<file path="src/hl_ctrl_macros.svh">
`ifndef HL_CTRL_MACROS_SVH
`define HL_CTRL_MACROS_SVH

// Command path widths
`define HL_CMD_ADDR_W 6
`define HL_CMD_DATA_W 32
`define HL_RESP_W 40

// Bits in one AD9866 serial write
`define HL_SPI_W 16

// Register addresses
`define HL_REG_TX_CTRL 6'h0A
`define HL_REG_AD9866_SPI 6'h3B

// Timing counts in clk_ctrl cycles
`define HL_TX_HANG_CYCLES 64
`define HL_RST_RELEASE_CYCLES 32
`define HL_SYNC_STAGES 2

// Response word layout
`define HL_RESP_ADDR_LSB 34
`define HL_RESP_TXON_BIT 33
`define HL_RESP_HANG_BIT 32
`define HL_RESP_CLIP_BIT 0
`define HL_RESP_GOOD_BIT 1
`define HL_RESP_SPEED_LSB 2
`define HL_RESP_HAVEIP_BIT 4
`define HL_RESP_BUSY_BIT 5

`endif

</file>
<file path="src/hl_ctrl_pkg.sv">
`include "hl_ctrl_macros.svh"

package hl_ctrl_pkg;

  ////////////////////////////////////////
  // Host command
  ////////////////////////////////////////

  // 40 bits, address in the top bits
  typedef struct packed {
    logic [`HL_CMD_ADDR_W-1:0] addr;
    logic [`HL_CMD_DATA_W-1:0] data;
    logic                      ptt;
    logic                      requires_resp;
  } cmd_t;

  ////////////////////////////////////////
  // Status from the other domains
  ////////////////////////////////////////

  // Receive level flags from the ADC side
  typedef struct packed {
    logic clip;
    logic goodlvl;
  } rx_flags_t;

  // Link summary from the network side
  typedef struct packed {
    logic       dhcp;
    logic       fixedip;
    logic [1:0] speed;
  } net_state_t;

endpackage

</file>
<file path="src/level_sync.sv">
`timescale 1ns/1ns
`include "hl_ctrl_macros.svh"

module level_sync #(
  parameter type T = hl_ctrl_pkg::rx_flags_t,
  parameter int STAGES = `HL_SYNC_STAGES
) (
  input  logic clk_ctrl,
  input  logic rst_n_i,
  input  T     d_i,
  output T     q_o
);

  // Synchronizer chain, last entry is the usable sample
  T sync_q [STAGES];
  // Previous synchronized sample for the stability check
  T prev_q;

  always_ff @(posedge clk_ctrl) begin
    if (!rst_n_i) begin
      for (int i = 0; i < STAGES; i++) begin
        sync_q[i] <= '0;
      end
      prev_q <= '0;
      q_o    <= '0;
    end else begin
      sync_q[0] <= d_i;
      for (int i = 1; i < STAGES; i++) begin
        sync_q[i] <= sync_q[i-1];
      end
      prev_q <= sync_q[STAGES-1];
      // Bits may land on different cycles, pass only a settled value
      if (sync_q[STAGES-1] == prev_q) begin
        q_o <= prev_q;
      end
    end
  end

endmodule

</file>
<file path="src/cmd_capture.sv">
`timescale 1ns/1ns
`include "hl_ctrl_macros.svh"

module cmd_capture (
  input  logic                      clk_ctrl,
  input  logic                      rst_n_i,
  input  logic                      cmd_cnt_i,
  input  logic                      cmd_ptt_i,
  input  logic                      cmd_resp_i,
  input  logic [`HL_CMD_ADDR_W-1:0] cmd_addr_i,
  input  logic [`HL_CMD_DATA_W-1:0] cmd_data_i,
  output logic                      cmd_rqst_o,
  output hl_ctrl_pkg::cmd_t         cmd_o
);

  localparam int MSB = `HL_SYNC_STAGES - 1;

  logic [MSB:0] cnt_sync_q;
  logic         cnt_prev_q;
  logic         cnt_edge;

  // Any change of the synchronized count is a new command
  assign cnt_edge = cnt_sync_q[MSB] ^ cnt_prev_q;

  ////////////////////////////////////////
  // Toggle synchronizer and edge detect
  ////////////////////////////////////////

  always_ff @(posedge clk_ctrl) begin
    if (!rst_n_i) begin
      cnt_sync_q <= '0;
      cnt_prev_q <= 1'b0;
      cmd_rqst_o <= 1'b0;
    end else begin
      cnt_sync_q <= {cnt_sync_q[MSB-1:0], cmd_cnt_i};
      cnt_prev_q <= cnt_sync_q[MSB];
      cmd_rqst_o <= cnt_edge;
    end
  end

  ////////////////////////////////////////
  // Field capture
  ////////////////////////////////////////

  // Fields settle before the count toggles, safe to take them here
  always_ff @(posedge clk_ctrl) begin
    if (cnt_edge) begin
      cmd_o.addr          <= cmd_addr_i;
      cmd_o.data          <= cmd_data_i;
      cmd_o.ptt           <= cmd_ptt_i;
      cmd_o.requires_resp <= cmd_resp_i;
    end
  end

endmodule

</file>
<file path="src/ad9866_spi.sv">
`timescale 1ns/1ns
`include "hl_ctrl_macros.svh"

module ad9866_spi (
  input  logic                 clk_ctrl,
  input  logic                 rst_n_i,
  input  logic                 start_i,
  input  logic [`HL_SPI_W-1:0] word_i,
  output logic                 busy_o,
  output logic                 sen_n_o,
  output logic                 sclk_o,
  output logic                 sdio_o,
  output logic                 ad9866_rst_n_o
);

  localparam int BIT_W = $clog2(`HL_SPI_W);
  localparam int REL_W = $clog2(`HL_RST_RELEASE_CYCLES + 1);

  logic                 active_q;
  logic                 sclk_q;
  logic [BIT_W-1:0]     bit_cnt_q;
  logic [`HL_SPI_W-1:0] shift_q;
  logic [REL_W-1:0]     rel_cnt_q;
  logic                 last_bit;

  assign busy_o  = active_q;
  assign sen_n_o = ~active_q;
  assign sclk_o  = sclk_q;
  // MSB first
  assign sdio_o  = shift_q[`HL_SPI_W-1];

  // Falling sclk after the final bit closes the frame
  assign last_bit = sclk_q && (bit_cnt_q == BIT_W'(`HL_SPI_W - 1));

  ////////////////////////////////////////
  // Serial frame
  ////////////////////////////////////////

  always_ff @(posedge clk_ctrl) begin
    if (!rst_n_i) begin
      active_q  <= 1'b0;
      sclk_q    <= 1'b0;
      bit_cnt_q <= '0;
    end else if (!active_q) begin
      sclk_q <= 1'b0;
      if (start_i) begin
        active_q  <= 1'b1;
        bit_cnt_q <= '0;
      end
    end else begin
      // Half rate clock, low first
      sclk_q <= ~sclk_q;
      if (sclk_q) begin
        bit_cnt_q <= bit_cnt_q + 1'b1;
      end
      if (last_bit) begin
        active_q <= 1'b0;
        sclk_q   <= 1'b0;
      end
    end
  end

  // Data moves only on falling sclk, so it holds through the high phase
  always_ff @(posedge clk_ctrl) begin
    if (!active_q && start_i) begin
      shift_q <= word_i;
    end else if (active_q && sclk_q) begin
      shift_q <= {shift_q[`HL_SPI_W-2:0], 1'b0};
    end
  end

  ////////////////////////////////////////
  // Chip reset release
  ////////////////////////////////////////

  always_ff @(posedge clk_ctrl) begin
    if (!rst_n_i) begin
      rel_cnt_q <= '0;
    end else if (rel_cnt_q != REL_W'(`HL_RST_RELEASE_CYCLES)) begin
      rel_cnt_q <= rel_cnt_q + 1'b1;
    end
  end

  assign ad9866_rst_n_o = (rel_cnt_q == REL_W'(`HL_RST_RELEASE_CYCLES));

endmodule

</file>
<file path="src/ctrl_regs.sv">
`timescale 1ns/1ns
`include "hl_ctrl_macros.svh"

module ctrl_regs (
  input  logic                  clk_ctrl,
  input  logic                  rst_n_i,
  input  logic                  cmd_rqst_i,
  input  logic                  spi_busy_i,
  input  hl_ctrl_pkg::cmd_t     cmd_i,
  input  hl_ctrl_pkg::rx_flags_t  rx_flags_i,
  input  hl_ctrl_pkg::net_state_t net_state_i,
  output logic                  tx_on_o,
  output logic                  cw_keydown_o,
  output logic                  tx_hang_o,
  output logic                  spi_start_o,
  output logic                  resp_valid_o,
  output logic [`HL_SPI_W-1:0]  spi_word_o,
  output logic [`HL_RESP_W-1:0] resp_o
);

  localparam int HANG_W = $clog2(`HL_TX_HANG_CYCLES + 1);

  logic                  wr_tx_ctrl;
  logic                  wr_spi;
  logic                  resp_req;
  logic                  tx_on_d;
  logic [HANG_W-1:0]     hang_cnt_q;
  logic [HANG_W-1:0]     hang_cnt_d;
  logic                  clip_q;
  logic                  good_q;
  logic [`HL_RESP_W-1:0] resp_d;

  // Command decode
  assign wr_tx_ctrl = cmd_rqst_i && (cmd_i.addr == `HL_REG_TX_CTRL);
  assign wr_spi     = cmd_rqst_i && (cmd_i.addr == `HL_REG_AD9866_SPI);
  assign resp_req   = cmd_rqst_i && cmd_i.requires_resp;

  // Every command carries the ptt state
  assign tx_on_d   = cmd_rqst_i ? cmd_i.ptt : tx_on_o;
  assign tx_hang_o = (hang_cnt_q != '0);

  ////////////////////////////////////////
  // Hang timer
  ////////////////////////////////////////

  always_comb begin
    hang_cnt_d = hang_cnt_q;
    if (tx_on_d) begin
      hang_cnt_d = '0;
    end else if (tx_on_o) begin
      // Transmit ends this cycle
      hang_cnt_d = HANG_W'(`HL_TX_HANG_CYCLES);
    end else if (hang_cnt_q != '0) begin
      hang_cnt_d = hang_cnt_q - 1'b1;
    end
  end

  ////////////////////////////////////////
  // Response word
  ////////////////////////////////////////

  always_comb begin
    resp_d = '0;
    resp_d[`HL_RESP_ADDR_LSB +: `HL_CMD_ADDR_W] = cmd_i.addr;
    resp_d[`HL_RESP_TXON_BIT]   = tx_on_d;
    resp_d[`HL_RESP_HANG_BIT]   = (hang_cnt_d != '0);
    // Include a level that arrives right on the capture edge
    resp_d[`HL_RESP_CLIP_BIT]   = clip_q | rx_flags_i.clip;
    resp_d[`HL_RESP_GOOD_BIT]   = good_q | rx_flags_i.goodlvl;
    resp_d[`HL_RESP_SPEED_LSB +: 2] = net_state_i.speed;
    resp_d[`HL_RESP_HAVEIP_BIT] = net_state_i.dhcp | net_state_i.fixedip;
    resp_d[`HL_RESP_BUSY_BIT]   = spi_busy_i;
  end

  always_ff @(posedge clk_ctrl) begin
    if (!rst_n_i) begin
      tx_on_o      <= 1'b0;
      cw_keydown_o <= 1'b0;
      hang_cnt_q   <= '0;
      spi_start_o  <= 1'b0;
      resp_valid_o <= 1'b0;
      clip_q       <= 1'b0;
      good_q       <= 1'b0;
    end else begin
      tx_on_o      <= tx_on_d;
      hang_cnt_q   <= hang_cnt_d;
      spi_start_o  <= wr_spi;
      resp_valid_o <= resp_req;
      if (wr_tx_ctrl) begin
        cw_keydown_o <= cmd_i.data[0];
      end
      // Sticky until reported, a new set beats the clear
      clip_q <= rx_flags_i.clip | (clip_q & ~resp_valid_o);
      good_q <= rx_flags_i.goodlvl | (good_q & ~resp_valid_o);
    end
  end

  always_ff @(posedge clk_ctrl) begin
    if (wr_spi) begin
      spi_word_o <= cmd_i.data[`HL_SPI_W-1:0];
    end
    if (resp_req) begin
      resp_o <= resp_d;
    end
  end

endmodule

</file>
<file path="src/hl_ctrl_top.sv">
`timescale 1ns/1ns
`include "hl_ctrl_macros.svh"

module hl_ctrl_top (
  input  logic                      clk_ctrl,
  input  logic                      rst_n_i,
  input  logic                      cmd_cnt_i,
  input  logic                      cmd_ptt_i,
  input  logic                      cmd_resp_i,
  input  logic                      rxclip_i,
  input  logic                      rxgoodlvl_i,
  input  logic                      net_dhcp_i,
  input  logic                      net_fixedip_i,
  input  logic [`HL_CMD_ADDR_W-1:0] cmd_addr_i,
  input  logic [`HL_CMD_DATA_W-1:0] cmd_data_i,
  input  logic [1:0]                net_speed_i,
  output logic                      tx_on_o,
  output logic                      cw_keydown_o,
  output logic                      tx_hang_o,
  output logic                      resp_valid_o,
  output logic                      ad9866_rst_n_o,
  output logic                      ad9866_sen_n_o,
  output logic                      ad9866_sclk_o,
  output logic                      ad9866_sdio_o,
  output logic [`HL_RESP_W-1:0]     resp_o
);

  logic                    cmd_rqst;
  hl_ctrl_pkg::cmd_t       cmd;
  logic                    spi_start;
  logic [`HL_SPI_W-1:0]    spi_word;
  logic                    spi_busy;
  hl_ctrl_pkg::rx_flags_t  rx_flags_s;
  hl_ctrl_pkg::net_state_t net_state_s;

  ////////////////////////////////////////
  // Crossings into clk_ctrl
  ////////////////////////////////////////

  cmd_capture u_cmd_capture (
    .clk_ctrl   (clk_ctrl),
    .rst_n_i    (rst_n_i),
    .cmd_cnt_i  (cmd_cnt_i),
    .cmd_ptt_i  (cmd_ptt_i),
    .cmd_resp_i (cmd_resp_i),
    .cmd_addr_i (cmd_addr_i),
    .cmd_data_i (cmd_data_i),
    .cmd_rqst_o (cmd_rqst),
    .cmd_o      (cmd)
  );

  // Field order follows rx_flags_t
  level_sync #(
    .T      (hl_ctrl_pkg::rx_flags_t),
    .STAGES (`HL_SYNC_STAGES)
  ) u_rx_sync (
    .clk_ctrl (clk_ctrl),
    .rst_n_i  (rst_n_i),
    .d_i      ({rxclip_i, rxgoodlvl_i}),
    .q_o      (rx_flags_s)
  );

  level_sync #(
    .T      (hl_ctrl_pkg::net_state_t),
    .STAGES (`HL_SYNC_STAGES)
  ) u_net_sync (
    .clk_ctrl (clk_ctrl),
    .rst_n_i  (rst_n_i),
    .d_i      ({net_dhcp_i, net_fixedip_i, net_speed_i}),
    .q_o      (net_state_s)
  );

  ////////////////////////////////////////
  // Control and front-end serial port
  ////////////////////////////////////////

  ctrl_regs u_ctrl_regs (
    .clk_ctrl     (clk_ctrl),
    .rst_n_i      (rst_n_i),
    .cmd_rqst_i   (cmd_rqst),
    .spi_busy_i   (spi_busy),
    .cmd_i        (cmd),
    .rx_flags_i   (rx_flags_s),
    .net_state_i  (net_state_s),
    .tx_on_o      (tx_on_o),
    .cw_keydown_o (cw_keydown_o),
    .tx_hang_o    (tx_hang_o),
    .spi_start_o  (spi_start),
    .resp_valid_o (resp_valid_o),
    .spi_word_o   (spi_word),
    .resp_o       (resp_o)
  );

  ad9866_spi u_ad9866_spi (
    .clk_ctrl       (clk_ctrl),
    .rst_n_i        (rst_n_i),
    .start_i        (spi_start),
    .word_i         (spi_word),
    .busy_o         (spi_busy),
    .sen_n_o        (ad9866_sen_n_o),
    .sclk_o         (ad9866_sclk_o),
    .sdio_o         (ad9866_sdio_o),
    .ad9866_rst_n_o (ad9866_rst_n_o)
  );

endmodule

</file>
<file path="config.mk">
export PLATFORM = sky130hd
export DESIGN_NAME = hl_ctrl_top
export DESIGN_NICKNAME = d
export VERILOG_FILES = /design/src/hl_ctrl_pkg.sv /design/src/level_sync.sv /design/src/cmd_capture.sv /design/src/ad9866_spi.sv /design/src/ctrl_regs.sv /design/src/hl_ctrl_top.sv
export VERILOG_INCLUDE_DIRS = /design/src
export SDC_FILE = /design/constraint.sdc
export NUM_CORES = 1
export LEC_CHECK = 0
export BUFFER_PORTS_ARGS = -buffer_cell sky130_fd_sc_hd__buf_2
export CAP_MARGIN = 20
export CORE_ASPECT_RATIO = 1.4
export CORE_MARGIN = 2
export CORE_UTILIZATION = 54
export CTS_CLUSTER_DIAMETER = 60
export DETAILED_ROUTE_END_ITERATION = 10
export PLACE_DENSITY = 0.83
export SYNTH_ARGS = -nofsm -noshare
export SYNTH_HDL_FRONTEND = slang
export SYNTH_SLANG_ARGS = --single-unit
</file>
<file path="constraint.sdc">
create_clock -name clk_ctrl -period 2.3 [get_ports clk_ctrl]
set_clock_uncertainty 0.05 [all_clocks]
set_input_delay 0.46 -clock clk_ctrl [delete_from_list [all_inputs] [get_ports clk_ctrl]]
set_output_delay 0.46 -clock clk_ctrl [all_outputs]
set_load 0.05 [all_outputs]
</file>
==> results of run 1 <==
## state kept, by name (all words and copies together), names as in the netlist, 6 cells and up
name,flops
u_ctrl_regs.spi_word_o,16
u_ad9866_spi.shift_q,16
u_ctrl_regs.resp_o,14
u_cmd_capture.cmd_o,24
u_net_sync.sync_q,8
u_ctrl_regs.hang_cnt_q,7
u_ad9866_spi.rel_cnt_q,6
## worst paths after layout
kind | slack (ps) | end | cells past startpoint
worst max-delay path | 160 | tx_hang_o | 4
worst min-delay path | 180 | u_cmd_capture.cmd_o[15]$_DFFE_PP_ | 1
worst max register to register | 330 | u_ctrl_regs.resp_o[32]$_DFFE_PP_ | 5
worst min register to register | 370 | u_ctrl_regs.spi_word_o[12]$_DFFE_PP_ | 0
## repair_timing
| item | 4_1_cts | 5_1_grt |
|---|---|---|
| setup endpoints to repair | 0 | 1 |
| setup buffers | 0 | 0 |
| resized for setup | 0 | 1 |
| endpoints found under the hold margin | 0 | 0 |
## where the power goes
group	total [mW]	switching (mW)	internal, mW
sequential	2.51	0.0933	2.42
combinational	0.630	0.384	0.245
clock	2.40	0.837	1.57
## stage by stage
stage / cells / area [sq um] / hold slack [ps] / util, %
after floorplan: 347 / 4690 / 350 / -
after global placement: 473 / 4890 / 351 / 59.7
after detailed placement: 473 / 4890 / 355 / 59.7
after CTS: 505 / 5440 / 166 / 66.3
after global routing: 505 / 5450 / 163 / 66.4
final: 505 / 5450 / 183 / 66.4
## worst register-to-register path, stage by stage (launching register included)
cell and delay [ps]:
dfxtp_1 470, inv_1 100, ha_1 300, o41ai_1 470, nand3_1 140, a31o_1 190
## cell usage in the layout (no fill, tap or decap), drive strengths merged, types with 5 or more instances in the layout
master and instances:
inv 7, clkinv 9, clkbuf 21, mux2 15, and2 30, nor2b 13
dfxtp 53, nand2 5, mux2i 7, buf 59, edfxtp 70, ha 5
nor2 13, xnor2 14, conb 26, nand3 5
## metal layers
layer / vias up / track usage, % / part of all wire (%)
li1: 1217 / - / -
met1: 1184 / 19.6 / 40
met2: 68 / 28.5 / 54
met3: 9 / 7.02 / 4.5
met4: 0 / 7.56 / 1.3
met5: - / 0 / 0
## area by class of cell
type,instances,area [sq um]
fillers,583,2750
multi-input cells,182,1280
clock inverters,11,103
well taps,102,128
clock buffers,21,440
repair buffers,59,308
flip-flops and latches,123,3160
inverters,7,26.3
## cell families (layout without fill, tap and decap cells)
family / Yosys count / in the layout
compound gates: 23 / 23
xor+xnor: 16 / 16
fa+ha+maj: 5 / 5
buf+inv: 42 / 98
flops: 123 / 123
mux: 22 / 22
other cells: 1 / 26
simple gates: 90 / 90
==> impl_metrics.json, run 1 <==
{
  "outcome": "completed",
  "path_class": "flop to output port",
  "cpMaxStageDelayCell": "dfxtp_1",
  "grt_pass1_vias": 2473,
  "rsz0062_at_grt": "false",
  "syn_inst": 322,
  "worstSetupStartpoint": "u_ctrl_regs.hang_cnt_q[0]$_SDFF_PN0_",
  "diodes": 0,
  "p_leak_nw": 2.19,
  "portBuffers": 54,
  "fin_crit_ps": 2140,
  "globalRoute.totalOverflow": 0,
  "fin_ws_ps": 163,
  "final_nets": 444,
  "ys_ff_latch": 123,
  "synth_most_common_cell": "edfxtp_1",
  "fmax_ghz": 0.468,
  "routed_wl_um": 7260,
  "hold_path_class": "primary input to flop",
  "yosysSeqAreaShare_pct": 68.8,
  "grt_first_pass_wirelength_um": 11600,
  "yosysTopAreaCellShare_pct": 45.7,
  "viasPerCell": 4.91,
  "core_sq_um": 8200,
  "synth-edff-count": 70,
  "synth_commonest_cells": "70 x edfxtp_1, 53 x dfxtp_1, 30 x and2_1",
  "power_mw": 5.55,
  "cts_buffers": 17,
  "irDropWorstVdd_mv": 0.696,
  "power_density_nw_per_um2": 1020,
  "rows": 39,
  "yosys.area_share.adder_pct": 1.36,
  "synth_async_sr_flop_share_pct": 0,
  "die_w_um": 82.0,
  "cpPeakStageDelay_ps": 470,
  "clk_latency_ps": 400,
  "wire_per_inst_um": 14.4,
  "antenna_found_initial": 0,
  "synth_warnings": 0,
  "ys_top_cells_by_area": "edfxtp_1 46%, dfxtp_1 23%, buf_4 4.2%, and2_1 4.1%, mux2_2 3.7%",
  "max-slew-margin-rel_pct": 54.0,
  "grt_start_max_net_pins": 33,
  "die-area_sq_um": 9270,
  "crit_path_cell_trace": "inv_1 > ha_1 > nand3b_4 > buf_2",
  "synth_compound_area_share_pct": 3.68,
  "timing.rr.start": "u_ctrl_regs.hang_cnt_q[0]$_SDFF_PN0_",
  "worstPathRequired_ps": 1790,
  "drt_iter0_markers": 139,
  "ys.flop_type": "edfxtp_1",
  "startpoint_type": "flop",
  "post-route-period-util_pct": 92.9,
  "tightest_slew_ps": 690,
  "drc": 0,
  "finalHoldViolCount": 0,
  "cp_top_family": "flip-flops",
  "drive_above_1_share_pct": 27.0,
  "tritoncts": "done",
  "clk_pin_slew_ps": 50,
  "slew_viol_final": 0,
  "synth_simple_gate_area_share_pct": 12.1,
  "hp-start": "cmd_data_i[13]",
  "root_buffer": "clkbuf_16",
  "vias": 2478,
  "critPathBufInv": 2,
  "dpl.hpwl_um": 4950,
  "syn_area_per_cell_sq_um": 14.3,
  "ys_types": 48,
  "critPathCaptureType": "output port",
  "die_height_um": 113,
  "track_usage_pct": 17.4,
  "initial_core_util_pct": 56.1,
  "clock_path_buffers": 2,
  "holdBufCountCts": 0,
  "netlist_area_sq_um": 4600,
  "setup_viol": 0,
  "yosysTopAreaCell": "edfxtp_1",
  "gp_congestion": 0.799,
  "crit_path_max_fanout": 8,
  "pre_cts_slack_ps": 417,
  "cts_sinks": 123,
  "tns_ps": 0,
  "boundaryPins": 97,
  "synth_mux_area_share_pct": 5.20,
  "dr.pass1.iters": 4,
  "synth_top_family_by_area": "simple AND/OR/NAND/NOR gates",
  "arrival_ps": 1630,
  "ant_nets": 0,
  "drv_cap": 0,
  "cts_max_level": 4,
  "area_delta_synth_final_pct": 18.5,
  "synth_xor_area_share_pct": 3.05
}
Power figures use the tool's default switching activity.
==> run 2: changes to the inputs <==
- CORE_UTILIZATION: 54 -> 45
- PLACE_DENSITY: 0.83 -> 0.72
==> impl_metrics.json, run 2 (same netlist as run 1, synthesis figures left out) <==
{
  "outcome": "completed",
  "fin_crit_ps": 2140,
  "timing.rr.end": "u_ctrl_regs.resp_o[32]$_DFFE_PP_",
  "final_cell_mix": "70 x edfxtp_1, 54 x buf_2, 53 x dfxtp_1",
  "arrival_ps": 1630,
  "irDropWorstVdd_mv": 0.623,
  "post_cts_buffers": 0,
  "drive_above_1_share_pct": 26.7,
  "globalRoute.totalOverflow": 0,
  "holdBufCountCts": 0,
  "die_height_um": 124,
  "finalHoldViolCount": 0,
  "path_class": "flop to output port",
  "grt_start_max_net_pins": 30,
  "die-area_sq_um": 11000,
  "diodes": 0,
  "root_buffer": "clkbuf_16",
  "gp_congestion": 0.731,
  "wire_per_inst_um": 13.1,
  "tritoncts": "done",
  "ff2ff_setup_slack_ps": 460,
  "max-slew-margin-rel_pct": 55.9,
  "final_nets": 445,
  "netSwitchingPower_mw": 1.32,
  "worstPathRequired_ps": 1790,
  "core_sq_um": 9950,
  "power_frac_comb_pct": 11.6,
  "fin_area_sq_um": 5470,
  "tns_ps": 0,
  "fin_ws_ps": 165,
  "track_usage_pct": 13.2,
  "clockPowerShare_pct": 42.2,
  "startpoint_type": "flop",
  "pre_cts_slack_ps": 463,
  "post-route-period-util_pct": 92.8,
  "layoutNonFillerInstCount": 539,
  "routed_wl_um": 7040,
  "cts_buffers": 17,
  "power_density_nw_per_um2": 993,
  "crit_end": "tx_hang_o",
  "critPathCaptureType": "output port",
  "clk_pin_slew_ps": 50,
  "power.internal_mw": 4.11,
  "antenna_found_initial": 0,
  "largest_register": "u_cmd_capture.cmd_o",
  "setup_viol": 0,
  "initial_core_util_pct": 46.2,
  "drc": 0,
  "reg.largest.list": "u_cmd_capture.cmd_o: 24 flops, u_ad9866_spi.shift_q: 16 flops, u_ctrl_regs.spi_word_o: 16 flops",
  "grt_first_pass_wirelength_um": 10900,
  "tightest_slew_ps": 661,
  "ant_nets": 0,
  "dr.pass1.iters": 4,
  "p_leak_nw": 2.17,
  "portBuffers": 54,
  "timing.rr.start": "u_ctrl_regs.hang_cnt_q[0]$_SDFF_PN0_",
  "fmax_ghz": 0.468,
  "clock_path_buffers": 2,
  "slew_viol_final": 0,
  "boundaryPins": 97,
  "timing.hold.ws_ps": 188,
  "p_sw_share_pct": 24.3,
  "final_common_cell": "edfxtp_1",
  "dpl.hpwl_um": 4790,
  "pwr-share-seq_pct": 46.2,
  "rsz0062_at_grt": "false",
  "clk_latency_ps": 400,
  "crit_path_max_fanout": 8,
  "drt_iter0_markers": 83,
  "drv_cap": 0,
  "vias": 2489,
  "viasPerCell": 4.62,
  "area_delta_synth_final_pct": 19.0,
  "grt_pass1_vias": 2462,
  "placed_area_sq_um": 4940,
  "die_w_um": 89.4,
  "worstSetupStartpoint": "u_ctrl_regs.hang_cnt_q[0]$_SDFF_PN0_",
  "largest_reg_flops": 24,
  "rows": 43,
  "worst_r2r_path_depth": 5,
  "n_fill_cell": 804,
  "hold_path_class": "primary input to flop",
  "cts_sinks": 123,
  "cts_max_level": 4,
  "place_inst": 507
}
==> run 2: cell count changes in the layout (fill, tap and decap cells not counted) <==
cell / delta
buf_4: +1
bufinv_16: -1
clkbuf_1: -1
clkinv_1: +3
clkinv_2: -2
clkinvlp_4: +1
==> run 2: repair_timing <==
| item | CTS | global route |
|---|---|---|
| resized for setup | 0 | 1 |
| endpoints found under the setup margin | 0 | 1 |
| hold endpoints to repair | 0 | 0 |
==> run 2: final cells by class <==
type                            instances  area, sq um  share of cell area, %
Multi-Input combinational cell        182         1280                   23.4
Timing Repair Buffer                   60          315                   5.76
Clock inverter                         12         81.3                   1.49
Sequential cell                       123         3160                   57.8
Inverter                                7         26.3                  0.480
Clock buffer                           20          437                   7.98
Tap cell                              135          169                   3.09
==> run 2: per-stage QoR <==
step | util, % | total power, mW
CTS | 54.9 | 5.49
floorplan | - | 3.10
global placement | 49.7 | 3.16
global route | 55.0 | 5.65
detailed placement | 49.7 | 3.18
finish | 55.0 | 5.43
==> run 2: worst max-delay path, cell delays in order (launching register included) <==
cell	delay [ps]
dfxtp_1	470
inv_1	110
ha_1	250
nand3b_4	120
buf_2	280
==> run 2: worst min path at each step <==
stage	startpoint	end	slack, ps	depth (start not counted)
detailed placement	u_cmd_capture.cmd_o[12]$_DFFE_PP_	u_ctrl_regs.spi_word_o[10]$_DFFE_PP_	360	0
floorplan	u_cmd_capture.cmd_o[12]$_DFFE_PP_	u_ctrl_regs.spi_word_o[10]$_DFFE_PP_	350	0
global route	cmd_addr_i[1]	u_cmd_capture.cmd_o[35]$_DFFE_PP_	170	1
global placement	u_cmd_capture.cmd_o[12]$_DFFE_PP_	u_ctrl_regs.spi_word_o[10]$_DFFE_PP_	350	0
finish	cmd_addr_i[2]	u_cmd_capture.cmd_o[36]$_DFFE_PP_	190	1
CTS	cmd_data_i[12]	u_cmd_capture.cmd_o[14]$_DFFE_PP_	170	1
==> run 2: per-layer routing <==
| metal | up-vias | routed length [um] | GRT usage (%) |
|---|---|---|---|
| met5 | - | 0 | 0 |
| met4 | 0 | 87 | 5.97 |
| met3 | 10 | 494 | 5.43 |
| met2 | 61 | 3590 | 22.5 |
| met1 | 1205 | 2860 | 14.0 |
| li1 | 1213 | - | - |
==> run 2: power groups by stage <==
stage                     combinational, mW  clock (mW)  sequential [mW]
after global routing                  0.700        2.43             2.52
after floorplan                       0.574           0             2.53
final                                 0.630        2.29             2.51
after CTS                             0.635        2.34             2.51
after detailed placement              0.629           0             2.55
after global placement                0.612           0             2.54
==> run 3: changes to the inputs <==
- CORE_ASPECT_RATIO: 1.4 -> not set
==> impl_metrics.json, run 3 (same netlist as run 1, synthesis figures left out) <==
{
  "drive_above_1_share_pct": 27.7,
  "root_buffer": "clkbuf_8",
  "globalRoute.totalOverflow": 0,
  "viasPerCell": 4.53,
  "startpoint_type": "flop",
  "diodes": 0,
  "setup_viol": 0,
  "largest_reg_flops": 24,
  "netSwitchingPower_mw": 1.34,
  "outcome": "completed",
  "tns_ps": 0,
  "clk_pin_slew_ps": 50,
  "arrival_ps": 1650,
  "power_density_nw_per_um2": 1010,
  "worstSetupStartpoint": "u_ctrl_regs.hang_cnt_q[4]$_SDFF_PN0_",
  "clk_latency_ps": 510,
  "dr.pass1.iters": 4,
  "tritoncts": "done",
  "grt_first_pass_wirelength_um": 11500,
  "power_frac_comb_pct": 11.3,
  "portBuffers": 54,
  "die-area_sq_um": 11000,
  "timing.hold.ws_ps": 71.3,
  "crit_path_max_fanout": 7,
  "die_height_um": 105,
  "irDropWorstVdd_mv": 0.466,
  "slew_viol_final": 0,
  "post-route-period-util_pct": 93.9,
  "critPathCaptureType": "output port",
  "max-slew-margin-rel_pct": 53.2,
  "grt_start_max_net_pins": 26,
  "n_fill_cell": 825,
  "fin_crit_ps": 2160,
  "clock_path_buffers": 2,
  "hp-start": "cmd_addr_i[4]",
  "power.internal_mw": 4.20,
  "ant_nets": 0,
  "pwr-share-seq_pct": 45.3,
  "holdBufCountCts": 0,
  "path_class": "flop to output port",
  "die_w_um": 105,
  "clockPowerShare_pct": 43.4,
  "final_nets": 446,
  "cts_sinks": 123,
  "hold_path_class": "primary input to flop",
  "tightest_slew_ps": 702,
  "gp_congestion": 0.764,
  "worst_r2r_path_depth": 5,
  "dpl.hpwl_um": 4500,
  "wire_per_inst_um": 12.9,
  "drc": 0,
  "routed_wl_um": 6920,
  "drv_cap": 0,
  "worstPathRequired_ps": 1790,
  "timing.rr.start": "u_ctrl_regs.hang_cnt_q[1]$_SDFF_PN0_",
  "final_common_cell": "edfxtp_1",
  "p_leak_nw": 2.20,
  "fmax_ghz": 0.463,
  "reg.largest.list": "u_cmd_capture.cmd_o: 24 flops, u_ad9866_spi.shift_q: 16 flops, u_ctrl_regs.spi_word_o: 16 flops",
  "min_path_cells": 1,
  "initial_core_util_pct": 46.6,
  "core_sq_um": 9860,
  "track_usage_pct": 13.9,
  "finalHoldViolCount": 0,
  "largest_register": "u_cmd_capture.cmd_o",
  "rows": 36,
  "grt_pass1_vias": 2424,
  "area_delta_synth_final_pct": 19.8,
  "final_cell_mix": "70 x edfxtp_1, 53 x buf_2, 52 x dfxtp_1",
  "drt_iter0_markers": 119,
  "cts_buffers": 17,
  "p_sw_share_pct": 24.2,
  "boundaryPins": 97,
  "vias": 2439,
  "rsz0062_at_grt": "false",
  "cts_max_level": 4,
  "antenna_found_initial": 0
}
[run 3: cell count changes in the layout (fill, tap and decap cells not counted), sizes merged]
cell	change
clkbuf	+7
clkinv	-6
buf	+1
bufinv	-1
clkinvlp	-1
inv	+1
[run 3: cell type report]
| cell class | count | area [sq um] | share of cell area (%) |
|---|---|---|---|
| Inverter | 7 | 26.3 | 0.477 |
| Tap cell | 133 | 166 | 3.02 |
| Timing Repair Buffer | 61 | 325 | 5.91 |
| Sequential cell | 123 | 3160 | 57.5 |
| Clock buffer | 27 | 526 | 9.55 |
| Multi-Input combinational cell | 182 | 1270 | 23.1 |
| Clock inverter | 5 | 26.3 | 0.477 |
[run 3: through the flow]
stage | instance area [sq um] | util [%] | instances | setup slack (ps) | power, mW
finish | 5500 | 55.8 | 538 | 141 | 5.54
global route | 5500 | 55.8 | 538 | 1.06 | 5.78
CTS | 5500 | 55.8 | 538 | 48.3 | 5.59
detailed placement | 4950 | 50.2 | 506 | 490 | 3.18
global placement | 4950 | 50.2 | 506 | 508 | 3.16
floorplan | 4690 | - | 347 | 211 | 3.10
[run 3: power by group through the flow]
stage	registers (mW)	clock network (mW)	logic (mW)
2_1_floorplan	2.53	0	0.574
3_3_place_gp	2.55	0	0.611
3_5_place_dp	2.55	0	0.631
4_1_cts	2.51	2.45	0.633
5_1_grt	2.53	2.56	0.687
6_report	2.51	2.41	0.625
[run 3: worst paths after layout]
kind,end,slack [ps]
setup / recovery,tx_hang_o,140
hold reg to reg,u_ctrl_regs.spi_word_o[6]$_DFFE_PP_,370
hold / removal,u_cmd_capture.cmd_o[38]$_DFFE_PP_,70
setup reg to reg,u_ctrl_regs.resp_o[32]$_DFFE_PP_,540
[run 3: layer usage]
metal / share of wire, % / wire, um / track usage (%)
met1: 43 / 2970 / 15.7
met2: 50 / 3480 / 22.5
met3: 4.3 / 295 / 5.12
met4: 2.5 / 171 / 7.71
met5: 0 / 0 / 0
[run 3: what timing repair did]
| item | CTS | global route |
|---|---|---|
| resized for setup | 0 | 3 |
| endpoints found under the setup margin | 0 | 2 |
| setup buffers | 0 | 0 |
[run 3: worst max-delay path, stage by stage, from the launching register on]
cell and delay (ps):
dfxtp_1 360, nor4_4 390, nand3b_4 150, buf_2 240
